$ cat src/mc_bridge_settings.svh
`ifndef MC_BRIDGE_SETTINGS_SVH
`define MC_BRIDGE_SETTINGS_SVH

////////////////////////////////////////
// widths
////////////////////////////////////////

`define MCB_ADDR_W 32
`define MCB_DATA_W 32
// tile-local word address
`define MCB_EPA_W 16
`define MCB_X_W 6
`define MCB_Y_W 6

////////////////////////////////////////
// queueing
////////////////////////////////////////

// outstanding network transactions, one id each
`define MCB_MAX_OUT 4
`define MCB_TID_W 2
`define MCB_FIFO_DEPTH 2

////////////////////////////////////////
// address map
////////////////////////////////////////

// dram region, below the manycore global bit
`define MCB_DRAM_BASE 32'h4000_0000
// dram striping across tiles of row 0
`define MCB_TILES_X 4
`define MCB_BLOCK_WORDS 8

`endif

$ cat src/mc_bridge_pkg.sv
`include "mc_bridge_settings.svh"

package mc_bridge_pkg;

  // access size as carried by the processor command
  typedef enum logic [1:0]
  {
    e_size_1 = 2'd0,
    e_size_2 = 2'd1,
    e_size_4 = 2'd2
  } msg_size_e;

  // network request opcodes
  typedef enum logic [1:0]
  {
    e_remote_load         = 2'd0,
    e_remote_store        = 2'd1,
    e_remote_masked_store = 2'd2
  } mc_op_e;

  typedef struct packed
  {
    logic                   write;
    msg_size_e              size;
    logic [`MCB_ADDR_W-1:0] addr;
    logic [`MCB_DATA_W-1:0] data;
  } bridge_cmd_s;

  // header kept per id until the response goes back
  typedef struct packed
  {
    logic                   write;
    msg_size_e              size;
    logic [`MCB_ADDR_W-1:0] addr;
  } bridge_hdr_s;

  // load payload, sits in the low bits of the data field
  typedef struct packed
  {
    logic       is_byte;
    logic       is_half;
    logic [1:0] part_sel;
  } load_info_s;

  typedef struct packed
  {
    logic [`MCB_X_W-1:0]       x;
    logic [`MCB_Y_W-1:0]       y;
    logic [`MCB_X_W-1:0]       src_x;
    logic [`MCB_Y_W-1:0]       src_y;
    logic [`MCB_EPA_W-1:0]     addr;
    mc_op_e                    op;
    logic [`MCB_TID_W-1:0]     reg_id;
    logic [`MCB_DATA_W-1:0]    data;
    logic [`MCB_DATA_W/8-1:0]  mask;
  } mc_packet_s;

  typedef struct packed
  {
    bridge_hdr_s            hdr;
    logic [`MCB_DATA_W-1:0] data;
  } bridge_resp_s;

endpackage

$ cat src/mc_bridge_if.sv
`timescale 1ns/1ps
`include "mc_bridge_settings.svh"

// id allocation handshake between the packet stage and the reorder buffer
interface mc_bridge_if;

  // a free id exists, and which one
  logic                       tid_v;
  logic [`MCB_TID_W-1:0]      tid;

  // take the id and store the header behind it
  logic                       alloc;
  mc_bridge_pkg::bridge_hdr_s hdr;

  modport former
  (
    input  tid_v,
    input  tid,
    output alloc,
    output hdr
  );

  modport rob
  (
    output tid_v,
    output tid,
    input  alloc,
    input  hdr
  );

endinterface

$ cat src/bridge_fifo.sv
`timescale 1ns/1ps
`include "mc_bridge_settings.svh"

module bridge_fifo
  #(
  parameter type payload_t = logic [7:0],
  parameter int  depth     = `MCB_FIFO_DEPTH
  )
  (
  input  logic     clk_i,
  input  logic     rst_i,

  input  logic     in_v_i,
  output logic     in_ready_o,
  input  payload_t in_data_i,

  output logic     out_v_o,
  input  logic     out_ready_i,
  output payload_t out_data_o
  );

  localparam int ptr_w = (depth > 1) ? $clog2(depth) : 1;
  localparam int cnt_w = $clog2(depth + 1);

  payload_t         mem [depth];
  logic [ptr_w-1:0] rd_ptr_q;
  logic [ptr_w-1:0] wr_ptr_q;
  logic [cnt_w-1:0] count_q;
  logic             push;
  logic             pop;

  // wrap at depth, which need not be a power of two
  function automatic logic [ptr_w-1:0] ptr_inc(input logic [ptr_w-1:0] ptr);
    if (ptr == ptr_w'(depth - 1))
      return '0;
    return ptr + 1'b1;
  endfunction

  assign in_ready_o = (count_q != cnt_w'(depth));
  assign out_v_o    = (count_q != '0);
  assign out_data_o = mem[rd_ptr_q];

  assign push = in_v_i & in_ready_o;
  assign pop  = out_v_o & out_ready_i;

  always_ff @(posedge clk_i)
  begin
    if (rst_i)
    begin
      rd_ptr_q <= '0;
      wr_ptr_q <= '0;
      count_q  <= '0;
    end
    else
    begin
      if (push)
        wr_ptr_q <= ptr_inc(wr_ptr_q);
      if (pop)
        rd_ptr_q <= ptr_inc(rd_ptr_q);
      count_q <= count_q + cnt_w'(push) - cnt_w'(pop);
    end
  end

  // storage
  always_ff @(posedge clk_i)
  begin
    if (push)
      mem[wr_ptr_q] <= in_data_i;
  end

endmodule

$ cat src/packet_former.sv
`timescale 1ns/1ps
`include "mc_bridge_settings.svh"

module packet_former
  (
  input  logic                       clk_i,
  input  logic                       rst_i,

  input  logic                       cmd_v_i,
  output logic                       cmd_ready_o,
  input  mc_bridge_pkg::bridge_cmd_s cmd_i,

  input  logic [`MCB_X_W-1:0]        my_x_i,
  input  logic [`MCB_Y_W-1:0]        my_y_i,

  mc_bridge_if.former                tid,

  output logic                       pkt_v_o,
  input  logic                       pkt_ready_i,
  output mc_bridge_pkg::mc_packet_s  pkt_o
  );

  localparam int mask_w    = `MCB_DATA_W / 8;
  localparam int widx_w    = `MCB_ADDR_W - 2;
  // global address fields, low to high
  localparam int glb_y_lsb = 2 + `MCB_EPA_W;
  localparam int glb_x_lsb = glb_y_lsb + `MCB_Y_W;

  mc_bridge_pkg::mc_packet_s pkt_n;
  mc_bridge_pkg::load_info_s load_info;
  logic [mask_w-1:0]         store_mask;
  logic                      is_global;
  logic                      is_dram;
  logic [widx_w-1:0]         dram_widx;
  logic [widx_w-1:0]         dram_blk;
  logic [widx_w-1:0]         dram_epa;
  logic [`MCB_X_W-1:0]       dram_x;
  logic                      load;

  ////////////////////////////////////////
  // address translation
  ////////////////////////////////////////

  assign is_global = cmd_i.addr[`MCB_ADDR_W-1];
  assign is_dram   = (cmd_i.addr >= `MCB_DRAM_BASE);

  // dram striped in blocks across row 0, column 0 is the host side
  assign dram_widx = cmd_i.addr[`MCB_ADDR_W-1:2];
  assign dram_blk  = dram_widx / `MCB_BLOCK_WORDS;
  assign dram_x    = `MCB_X_W'(1 + (dram_blk % `MCB_TILES_X));
  assign dram_epa  = widx_w'(dram_widx % `MCB_BLOCK_WORDS)
                   + widx_w'((dram_blk / `MCB_TILES_X) * `MCB_BLOCK_WORDS);

  ////////////////////////////////////////
  // store mask and load info
  ////////////////////////////////////////

  always_comb
  begin
    case (cmd_i.size)
      mc_bridge_pkg::e_size_1: store_mask = mask_w'(1) << cmd_i.addr[1:0];
      mc_bridge_pkg::e_size_2: store_mask = mask_w'(3) << cmd_i.addr[1:0];
      default:                 store_mask = {mask_w{1'b1}};
    endcase
  end

  assign load_info.is_byte  = (cmd_i.size == mc_bridge_pkg::e_size_1);
  assign load_info.is_half  = (cmd_i.size == mc_bridge_pkg::e_size_2);
  assign load_info.part_sel = cmd_i.addr[1:0];

  always_comb
  begin
    pkt_n        = '0;
    pkt_n.src_x  = my_x_i;
    pkt_n.src_y  = my_y_i;
    pkt_n.reg_id = tid.tid;

    if (is_global)
    begin
      pkt_n.addr = cmd_i.addr[2 +: `MCB_EPA_W];
      pkt_n.y    = cmd_i.addr[glb_y_lsb +: `MCB_Y_W];
      pkt_n.x    = cmd_i.addr[glb_x_lsb +: `MCB_X_W];
    end
    else if (is_dram)
    begin
      pkt_n.addr = dram_epa[`MCB_EPA_W-1:0];
      pkt_n.y    = '0;
      pkt_n.x    = dram_x;
    end
    else
    begin
      // host sits one row above this node, column 0
      pkt_n.addr = cmd_i.addr[2 +: `MCB_EPA_W];
      pkt_n.y    = my_y_i - `MCB_Y_W'(1);
      pkt_n.x    = '0;
    end

    if (cmd_i.write)
    begin
      pkt_n.op   = (store_mask == {mask_w{1'b1}}) ? mc_bridge_pkg::e_remote_store
                                                  : mc_bridge_pkg::e_remote_masked_store;
      pkt_n.data = cmd_i.data;
      pkt_n.mask = store_mask;
    end
    else
    begin
      pkt_n.op   = mc_bridge_pkg::e_remote_load;
      pkt_n.data = `MCB_DATA_W'(load_info);
    end
  end

  ////////////////////////////////////////
  // output register
  ////////////////////////////////////////

  // load needs a free slot and a free id
  assign cmd_ready_o = (~pkt_v_o | pkt_ready_i) & tid.tid_v;
  assign load        = cmd_v_i & cmd_ready_o;

  assign tid.alloc = load;
  assign tid.hdr   = '{write: cmd_i.write, size: cmd_i.size, addr: cmd_i.addr};

  always_ff @(posedge clk_i)
  begin
    if (rst_i)
      pkt_v_o <= 1'b0;
    else if (load)
      pkt_v_o <= 1'b1;
    else if (pkt_ready_i)
      pkt_v_o <= 1'b0;
  end

  always_ff @(posedge clk_i)
  begin
    if (load)
      pkt_o <= pkt_n;
  end

endmodule

$ cat src/reorder_buffer.sv
`timescale 1ns/1ps
`include "mc_bridge_settings.svh"

module reorder_buffer
  (
  input  logic                         clk_i,
  input  logic                         rst_i,

  mc_bridge_if.rob                     tid,

  input  logic                         ret_v_i,
  input  logic [`MCB_TID_W-1:0]        ret_reg_id_i,
  input  logic [`MCB_DATA_W-1:0]       ret_data_i,

  output logic                         out_v_o,
  input  logic                         out_ready_i,
  output mc_bridge_pkg::bridge_resp_s  out_o
  );

  localparam int cnt_w = $clog2(`MCB_MAX_OUT + 1);

  mc_bridge_pkg::bridge_hdr_s hdr_mem  [`MCB_MAX_OUT];
  logic [`MCB_DATA_W-1:0]     data_mem [`MCB_MAX_OUT];
  logic [`MCB_MAX_OUT-1:0]    filled_q;
  logic [`MCB_TID_W-1:0]      head_q;
  logic [`MCB_TID_W-1:0]      tail_q;
  logic [cnt_w-1:0]           count_q;
  logic                       release_w;

  function automatic logic [`MCB_TID_W-1:0] ptr_inc(input logic [`MCB_TID_W-1:0] ptr);
    if (ptr == `MCB_TID_W'(`MCB_MAX_OUT - 1))
      return '0;
    return ptr + 1'b1;
  endfunction

  ////////////////////////////////////////
  // id allocation
  ////////////////////////////////////////

  // ids handed out round robin from the tail
  assign tid.tid_v = (count_q != cnt_w'(`MCB_MAX_OUT));
  assign tid.tid   = tail_q;

  ////////////////////////////////////////
  // in-order release
  ////////////////////////////////////////

  // filled implies allocated, so no count check here
  assign out_v_o   = filled_q[head_q];
  assign out_o     = '{hdr: hdr_mem[head_q], data: data_mem[head_q]};
  assign release_w = out_v_o & out_ready_i;

  always_ff @(posedge clk_i)
  begin
    if (rst_i)
    begin
      head_q   <= '0;
      tail_q   <= '0;
      count_q  <= '0;
      filled_q <= '0;
    end
    else
    begin
      if (tid.alloc)
        tail_q <= ptr_inc(tail_q);
      if (release_w)
        head_q <= ptr_inc(head_q);
      count_q <= count_q + cnt_w'(tid.alloc) - cnt_w'(release_w);

      // a return never targets the head being released this cycle
      if (ret_v_i)
        filled_q[ret_reg_id_i] <= 1'b1;
      if (release_w)
        filled_q[head_q] <= 1'b0;
    end
  end

  // header written at allocation
  always_ff @(posedge clk_i)
  begin
    if (tid.alloc)
      hdr_mem[tail_q] <= tid.hdr;
  end

  // stores answer with zero data
  always_ff @(posedge clk_i)
  begin
    if (ret_v_i)
      data_mem[ret_reg_id_i] <= hdr_mem[ret_reg_id_i].write ? '0 : ret_data_i;
  end

endmodule

$ cat src/mc_bridge.sv
`timescale 1ns/1ps
`include "mc_bridge_settings.svh"

module mc_bridge
  (
  input  logic                       clk_i,
  input  logic                       rst_i,

  input  logic [`MCB_X_W-1:0]        my_x_i,
  input  logic [`MCB_Y_W-1:0]        my_y_i,

  // processor commands
  input  logic                       cmd_v_i,
  output logic                       cmd_ready_o,
  input  logic                       cmd_write_i,
  input  logic [1:0]                 cmd_size_i,
  input  logic [`MCB_ADDR_W-1:0]     cmd_addr_i,
  input  logic [`MCB_DATA_W-1:0]     cmd_data_i,

  // network request packets
  output logic                       pkt_v_o,
  input  logic                       pkt_ready_i,
  output logic [`MCB_X_W-1:0]        pkt_x_o,
  output logic [`MCB_Y_W-1:0]        pkt_y_o,
  output logic [`MCB_X_W-1:0]        pkt_src_x_o,
  output logic [`MCB_Y_W-1:0]        pkt_src_y_o,
  output logic [`MCB_EPA_W-1:0]      pkt_addr_o,
  output logic [1:0]                 pkt_op_o,
  output logic [`MCB_TID_W-1:0]      pkt_reg_id_o,
  output logic [`MCB_DATA_W-1:0]     pkt_data_o,
  output logic [`MCB_DATA_W/8-1:0]   pkt_mask_o,

  // network returns, always accepted
  input  logic                       ret_v_i,
  input  logic [`MCB_TID_W-1:0]      ret_reg_id_i,
  input  logic [`MCB_DATA_W-1:0]     ret_data_i,

  // responses to the processor
  output logic                       resp_v_o,
  input  logic                       resp_ready_i,
  output logic                       resp_write_o,
  output logic [1:0]                 resp_size_o,
  output logic [`MCB_ADDR_W-1:0]     resp_addr_o,
  output logic [`MCB_DATA_W-1:0]     resp_data_o
  );

  mc_bridge_pkg::bridge_cmd_s  cmd_in;
  mc_bridge_pkg::bridge_cmd_s  cmd_q;
  logic                        cmd_q_v;
  logic                        cmd_q_ready;
  mc_bridge_pkg::mc_packet_s   pkt;
  mc_bridge_pkg::bridge_resp_s rob_resp;
  logic                        rob_v;
  logic                        rob_ready;
  mc_bridge_pkg::bridge_resp_s resp_q;

  mc_bridge_if tid_if ();

  assign cmd_in = '{write: cmd_write_i,
                    size:  mc_bridge_pkg::msg_size_e'(cmd_size_i),
                    addr:  cmd_addr_i,
                    data:  cmd_data_i};

  bridge_fifo
    #(
    .payload_t (mc_bridge_pkg::bridge_cmd_s),
    .depth     (`MCB_FIFO_DEPTH)
    )
    cmd_fifo
    (
    .clk_i       (clk_i),
    .rst_i       (rst_i),
    .in_v_i      (cmd_v_i),
    .in_ready_o  (cmd_ready_o),
    .in_data_i   (cmd_in),
    .out_v_o     (cmd_q_v),
    .out_ready_i (cmd_q_ready),
    .out_data_o  (cmd_q)
    );

  packet_former former
    (
    .clk_i       (clk_i),
    .rst_i       (rst_i),
    .cmd_v_i     (cmd_q_v),
    .cmd_ready_o (cmd_q_ready),
    .cmd_i       (cmd_q),
    .my_x_i      (my_x_i),
    .my_y_i      (my_y_i),
    .tid         (tid_if.former),
    .pkt_v_o     (pkt_v_o),
    .pkt_ready_i (pkt_ready_i),
    .pkt_o       (pkt)
    );

  reorder_buffer rob
    (
    .clk_i        (clk_i),
    .rst_i        (rst_i),
    .tid          (tid_if.rob),
    .ret_v_i      (ret_v_i),
    .ret_reg_id_i (ret_reg_id_i),
    .ret_data_i   (ret_data_i),
    .out_v_o      (rob_v),
    .out_ready_i  (rob_ready),
    .out_o        (rob_resp)
    );

  bridge_fifo
    #(
    .payload_t (mc_bridge_pkg::bridge_resp_s),
    .depth     (`MCB_FIFO_DEPTH)
    )
    resp_fifo
    (
    .clk_i       (clk_i),
    .rst_i       (rst_i),
    .in_v_i      (rob_v),
    .in_ready_o  (rob_ready),
    .in_data_i   (rob_resp),
    .out_v_o     (resp_v_o),
    .out_ready_i (resp_ready_i),
    .out_data_o  (resp_q)
    );

  // packet fields out
  assign pkt_x_o      = pkt.x;
  assign pkt_y_o      = pkt.y;
  assign pkt_src_x_o  = pkt.src_x;
  assign pkt_src_y_o  = pkt.src_y;
  assign pkt_addr_o   = pkt.addr;
  assign pkt_op_o     = pkt.op;
  assign pkt_reg_id_o = pkt.reg_id;
  assign pkt_data_o   = pkt.data;
  assign pkt_mask_o   = pkt.mask;

  // response fields out
  assign resp_write_o = resp_q.hdr.write;
  assign resp_size_o  = resp_q.hdr.size;
  assign resp_addr_o  = resp_q.hdr.addr;
  assign resp_data_o  = resp_q.data;

endmodule

$ cat config.mk
export PLATFORM = sky130hd
export DESIGN_NAME = mc_bridge
export DESIGN_NICKNAME = d
export VERILOG_FILES = /design/src/mc_bridge_pkg.sv /design/src/mc_bridge_if.sv /design/src/bridge_fifo.sv /design/src/packet_former.sv /design/src/reorder_buffer.sv /design/src/mc_bridge.sv
export VERILOG_INCLUDE_DIRS = /design/src
export SDC_FILE = /design/constraint.sdc
export NUM_CORES = 1
export LEC_CHECK = 0
export ABC_AREA = 0
export BUFFER_PORTS_ARGS = -buffer_cell sky130_fd_sc_hd__buf_2
export CAP_MARGIN = 20
export CELL_PAD_IN_SITES_DETAIL_PLACEMENT = 0
export CELL_PAD_IN_SITES_GLOBAL_PLACEMENT = 1
export CORE_MARGIN = 1
export CORE_UTILIZATION = 52
export CTS_BUF_LIST = sky130_fd_sc_hd__clkbuf_4
export DETAILED_ROUTE_END_ITERATION = 8
export PLACE_DENSITY = 0.86
export SYNTH_ARGS = -nofsm -noshare
export SYNTH_HDL_FRONTEND = slang
export SYNTH_SLANG_ARGS = --single-unit
$ cat constraint.sdc
create_clock -name clk_i -period 5.95 [get_ports clk_i]
set_clock_uncertainty 0.05 [all_clocks]
set_input_delay 1.19 -clock clk_i [delete_from_list [all_inputs] [get_ports clk_i]]
set_output_delay 1.19 -clock clk_i [all_outputs]
set_load 0.02 [all_outputs]
After elaboration in Yosys (flattened, before gate mapping)
Memory sizes are Yosys's and may differ from the RTL's. A register that Yosys moved wholly into a read port is not among the register bits.
Index checks and enable logic that the tools add are counted.

word-level totals
  memories kept = 4
  output and inout bits = 150
  bits of input ports = 119
  bits in writable memories = 536
  register bits = 100

operators by class
  bitwise operators = 10
  add/sub/neg operators = 15
  order comparisons = 5
  eq/ne operators = 7
  shift operators = 2
  reductions and logical operators = 6
  multiplexer cells = 65

memories
  name           words  width  read ports  clocked after Yosys merged registers in  wr ports  line                  text
  rob.hdr_mem    4      35     2           1                                        1         reorder_buffer.sv:22  mc_bridge_pkg::bridge_hdr_s hdr_mem [`MCB_MAX_OUT];
  cmd_fifo.mem   2      67     1           1                                        1         bridge_fifo.sv:25     payload_t mem [depth];
  resp_fifo.mem  2      67     1           1                                        1         bridge_fifo.sv:25
  rob.data_mem   4      32     1           1                                        1         reorder_buffer.sv:23  logic [`MCB_DATA_W-1:0] data_mem [`MCB_MAX_OUT];

operators by type and width
  kind                                                                     count
  1-bit 2-to-1 mux                                                         43
  32-bit by 31-bit >= comparator with 1-bit output, second input constant  1
  16-bit 2-to-1 mux                                                        2
  32-bit 2-to-1 mux                                                        1
  12-bit 2-to-1 mux                                                        2
  2-bit 2-to-1 mux                                                         9
  3-bit by 16-bit adder with 16-bit output                                 1
  4-bit 2-to-1 mux                                                         4
  4-bit one-hot mux with 2 select lines                                    1
  2-bit by 3-bit < comparator with 1-bit output, second input constant     2
  2-bit nonzero test                                                       3
  6-bit by 1-bit subtractor with 6-bit output, second input constant       1
  1-bit bitwise AND                                                        5
  1-bit adder, second input constant                                       4
  2-bit by 1-bit adder with 2-bit output                                   2
  2-bit by 1-bit adder with 2-bit output, second input constant            2
  4-bit bitwise AND                                                        1
  1-bit demux with 2-bit select                                            2
  2-bit equality test, second input constant                               2
  4-bit equality test, second input constant                               1
  2-bit by 1-bit >= comparator with 1-bit output, second input constant    2
  2-bit inequality test, second input constant                             2
  4-bit inverter                                                           1
  4-bit bitwise OR                                                         1
  13 further kinds                                                         15

Depth between registers and ports, before layout
  depth after elaboration = 9
  mapped depth = 10

By module
From an unflattened synthesis, not the netlist that was laid out.

unflattened totals
  cell total of the unflattened synthesis = 1155
  area total of the unflattened synthesis = 24383.4 um^2

by module, submodules not included
  module          cells each  area each (um^2)  instances
  reorder_buffer  461         10786.6           1
  bridge_fifo     237         5092.4            2
  packet_former   220         3412.0            1

Worst setup path before layout
OpenSTA, ideal clock, no wires.

  path kind = register to register
  from = register rob.head_q[1]
  to = memory resp_fifo.mem[1][0] (netlist bit), enable pin
  data required time = 5.388 ns
  clock period less this slack = 4.731 ns
  data arrival time = 4.169 ns
  library setup time = 0.512 ns
  path slack = 1.219 ns
  buffers on the path = 0
  stages on the path, launching flop included = 4
  path through = dfxtp_1 mux2i_1 or3_1 a21boi_1

on the way
  word-level cells in the longest chain between the ends = 5

ends and longest elaborated chain
  element                                    line                  text
  start: declaration                         reorder_buffer.sv:25  logic [`MCB_TID_W-1:0] head_q;
  start signal: assignment                   reorder_buffer.sv:67  head_q <= ptr_inc(head_q);
  1-bit binary-select mux with 2-bit select  reorder_buffer.sv:49  assign out_v_o = filled_q[head_q];
  1-bit 2-to-1 mux (not written as such)     reorder_buffer.sv:49
  1-bit bitwise AND                          bridge_fifo.sv:43     assign push = in_v_i & in_ready_o;
  1-bit 2-to-1 mux                           bridge_fifo.sv:67     if (push)
  1-bit 2-to-1 mux (not written as such)     bridge_fifo.sv:68     mem[wr_ptr_q] <= in_data_i;
  end: declaration                           bridge_fifo.sv:25

No other way between the ends. The select of a mux whose other input is x is not followed.

==> results <==
- The vias after detailed routing is 11.78k.
- The remaining number of nets flagged by the antenna check after routing is 0.
- The buffer depth of the longest clock path is 3.
- In the layout the commonest cells are sky130_fd_sc_hd__edfxtp_1 (616), sky130_fd_sc_hd__buf_2 (268), sky130_fd_sc_hd__clkbuf_4 (231).
- The clock transition at the register clock pins on the worst setup and hold paths after CTS is 0.07 ns.
- Setup repair after global routing left no endpoint under its margin.
- The post-detailed-placement half-perimeter wirelength is 26830 um.
- Dividing total power by cell area gives a power density of 454.4 nW/um^2.
- The number of buffers added for setup after CTS is 0.
- The CTS buffer count is 158.
- In this run the standard cell core region covers 44610 um^2.
- The critical path in this run is classified as register to output port.
- The tool flagged a number of max-cap violations equal to 0.
- The number of library cell types mapped by synthesis is 44.
- At the pin with the least slew margin, the transition time is 1.051 ns.
- Setup violations remaining at the end of the flow were counted as 0.
- The max-slew violation count is 0.
- The worst supply voltage drop on vdd is 0.3362 mV.
- At the end of routability-driven placement, the weighted congestion stood at 0.7412.
- Summed over all layers, the global routing overflow is 0.
- The number of global-route vias before repair is 12.40k.
- The maximum fanout encountered on the critical timing path is 67.
- The maximum number of pins on one net before global-route repair is 72.
- The flow ran to the end, and the final reports show no timing, DRC or antenna violations.
- The synthesized design devotes to its leading area cell type 77.91% of total area.
- The height of the die is 215.7 um.
- Yosys printed 0 warnings.
- The total global routing track utilization is 19.62%.
- Counting instances, the worst hold path has a depth of 1.
- The endpoint with the worst hold slack is former.pkt_o[63].
- The initial antenna violation count was 7.
- In this run the horizontal extent of the chip is 215.7 um.
- The count of standard-cell rows is 77.
- The area after detailed placement is 25780 um^2.
- A synthesized cell averages 20.90 um^2.
- The area growth from synthesis to layout is 17.64%.
- In this run the number of H-tree levels came out at 4.
- The clock period minus final worst setup slack is 3.798 ns.
- In this run the worst hold path is classified as primary input to register.
- The number of enable flip-flop cells after synthesis is 616.
- For this block, the routed nets add up to 44780 um of wire.
- In this run, post-CTS hold repair placed 0 buffers.
- The final net count is 1667.
- Measured against its own limit, the worst slew margin works out to 29.95%.
- For this run, the detailed router's first-pass iteration total came to 5.
- The CTS tree is yes.
- The worst setup path is captured at an output port.
- The cell count after synthesis came out at 1136.
- Once the clock tree was built, the resizer swapped 0 gates to a different size.
- In the routed design, unresolved DRC markers number 0.
- For this configuration, the core starts out at a cell density of 53.23%.
- The share of final-layout standard cells stronger than drive strength 1 is 42.84%.
- The cell taking the most area after synthesis is sky130_fd_sc_hd__edfxtp_1.
- 269 I/O pins were placed.
- After detailed routing, the average wire length per cell comes to 19.88 um.
- The total of flip-flops plus latches after synthesis is 640.
- The flop-to-flop setup slack is 3.02 ns.
- In this run, the number of DRC markers left after iteration 0 of detailed routing was 642.
- The cell area that synthesis handed to floorplanning was 23740 um^2.
- The final critical-path share of the clock period is 63.84%.
- For the worst-skew pair, the clock arrives at the later sink with an insertion delay of 0.92 ns.
- The number of sinks on the clock net is 640.
- The proportion of synthesized chip area in sequential cells is 79.93%.
- Total power for the finished layout comes to 0.01269 W.
- The master cell of the clock root buffer is sky130_fd_sc_hd__clkbuf_4.
- The highest achievable clock rate is 263.3 MHz.
- Among all flip-flop cells after synthesis, the most frequent one is sky130_fd_sc_hd__edfxtp_1.
- STA classifies the critical path startpoint as a register.
- The net count after synthesis is 1270.
- Measured in cells, the most critical reg-to-reg path has a length of 5.
- Using the TritonRoute via totals, the vias-per-cell ratio works out to 5.227.
- The count of endpoints failing hold in the final timing report is 0.
- The required arrival time at the worst endpoint is 4.71 ns.
- The beginning of the worst register-to-register path is rob.head_q[1].
- The first global-routing pass estimated 67460 um of wire.
- The worst reg2reg path endpoint is resp_fifo.mem[0][43].
- The most frequent standard cell in the layout excluding fill and tap cells is sky130_fd_sc_hd__edfxtp_1.
- The origin of the worst min-delay path is my_x_i[1].
- The data arrival time of the critical path is 2.56 ns.
- In the post-synthesis netlist, the biggest area contributors are sky130_fd_sc_hd__edfxtp_1 (78%), sky130_fd_sc_hd__mux4_2 (6.5%), sky130_fd_sc_hd__mux2_2 (4.0%).
- Summing all non-filler instances in the final layout gives an area of 27930 um^2.
- The leakage dissipation is 9.885 nW.
- For this run, asynchronously set or reset flops after synthesis account for 0%.
- The die area is 46520 um^2.
- Input and output buffers added on the ports amount to 268.
- Adding up every negative setup slack in the final design gives 0 ns.
[per-layer routing]
metal / track usage, % / share of wire (%) / vias to the layer above
met4: 8.345 / 2.1 / 8
met1: 23.49 / 40 / 5894
li1: - / - / 5395
met5: 0 / 0.11 / -
met3: 8.231 / 8.3 / 73
met2: 31.28 / 50 / 407
[cell type report]
cell class              count  area [um^2]
diodes                      6        15.01
clock buffers             231         1734
clock inverters            51        336.6
fillers                  3098        16670
inverters                  34        127.6
multi-input cells         419         4508
flip-flops and latches    640        18990
well taps                 592        740.7
repair buffers            280         1476
[cell usage after synthesis, types with 2 or more instances]
master,n
sky130_fd_sc_hd__mux2i_1,62
sky130_fd_sc_hd__or3_1,3
sky130_fd_sc_hd__dfxtp_1,24
sky130_fd_sc_hd__buf_2,15
sky130_fd_sc_hd__or2_2,2
sky130_fd_sc_hd__o2bb2ai_1,6
sky130_fd_sc_hd__inv_1,34
sky130_fd_sc_hd__edfxtp_1,616
sky130_fd_sc_hd__mux4_2,68
sky130_fd_sc_hd__nor2b_1,39
sky130_fd_sc_hd__and2_1,5
sky130_fd_sc_hd__o22ai_1,2
sky130_fd_sc_hd__xnor2_1,8
sky130_fd_sc_hd__o21ai_0,8
sky130_fd_sc_hd__nor4_1,2
sky130_fd_sc_hd__mux2_2,85
sky130_fd_sc_hd__nor2_1,54
sky130_fd_sc_hd__ha_1,14
sky130_fd_sc_hd__nand2b_1,2
sky130_fd_sc_hd__nor3b_1,3
sky130_fd_sc_hd__and3_1,2
sky130_fd_sc_hd__xor2_1,5
sky130_fd_sc_hd__buf_1,6
sky130_fd_sc_hd__o31ai_1,2
sky130_fd_sc_hd__nor3_1,7
sky130_fd_sc_hd__nand3_1,4
sky130_fd_sc_hd__a21oi_1,10
sky130_fd_sc_hd__clkbuf_1,14
sky130_fd_sc_hd__nand2_1,9
sky130_fd_sc_hd__buf_4,8
sky130_fd_sc_hd__a211oi_1,4
[sequential cells by signal, indices dropped and copies added (netlist names), named ones only]
| name | count |
|---|---|
| former.pkt_v_o | 1 |
| cmd_fifo.wr_ptr_q | 1 |
| rob.data_mem | 128 |
| cmd_fifo.rd_ptr_q | 1 |
| former.pkt_o | 80 |
| resp_fifo.rd_ptr_q | 1 |
| resp_fifo.wr_ptr_q | 1 |
| rob.filled_q | 4 |
| resp_fifo.mem | 134 |
| rob.count_q | 3 |
| cmd_fifo.count_q | 2 |
| rob.head_q | 2 |
| rob.tid.tid | 2 |
| rob.hdr_mem | 140 |
| cmd_fifo.mem | 134 |
| resp_fifo.count_q | 2 |
[report_power, final]
group,total (W),switching [W],internal [W]
Clock,0.00366,0.00166,0.00200
Combinational,0.00266,0.00171,0.000956
Sequential,0.00637,0.000349,0.00602
Total,0.0127,0.00372,0.00897
[cells by family (layout without fill, tap and decap cells)]
kind of cell	count (synthesis)	count (layout)	share of synthesized area (%)
AO/OA/AOI/OAI	37	37	1.075
XOR/XNOR	13	13	0.4796
adder cells (fa/ha/maj)	15	15	0.8221
buffers and inverters	77	596	1.423
flip-flops	640	640	79.93
multiplexers	218	218	13.31
other	0	6	0
AND/OR/NAND/NOR	136	136	2.956
[through the flow]
stage | setup WS [ns] | hold WS, ns | instances | utilization (%)
final | 2.152 | 0.3928 | 2253 | 62.62
after global placement | 2.665 | 0.4391 | 1962 | 57.79
after detailed placement | 2.662 | 0.4431 | 1962 | 57.79
after global routing | 1.934 | 0.2745 | 2250 | 62.60
after CTS | 1.977 | 0.2597 | 2244 | 62.43
after floorplan | 1.219 | 0.4275 | 1136 | -
[worst max-delay path by stage]
stage	start	end	slack, ns	cells past startpoint
6_report	register	resp_addr_o[7]	2.15	2
5_1_grt	register	resp_addr_o[7]	1.93	2
4_1_cts	register	resp_addr_o[18]	1.98	2
3_5_place_dp	cmd_v_i	cmd_fifo.mem[0][49]	2.66	4
3_3_place_gp	cmd_v_i	cmd_fifo.mem[0][24]	2.66	4
2_1_floorplan	rob.head_q[1]	resp_fifo.mem[1][0]	1.22	3
[critical path, cell delays in order, from the launching register on]
cell and delay (ns):
sky130_fd_sc_hd__dfxtp_4 0.96, sky130_fd_sc_hd__mux2_2 0.43, sky130_fd_sc_hd__buf_2 0.16
No activity file was read; power rests on OpenSTA's default activity.
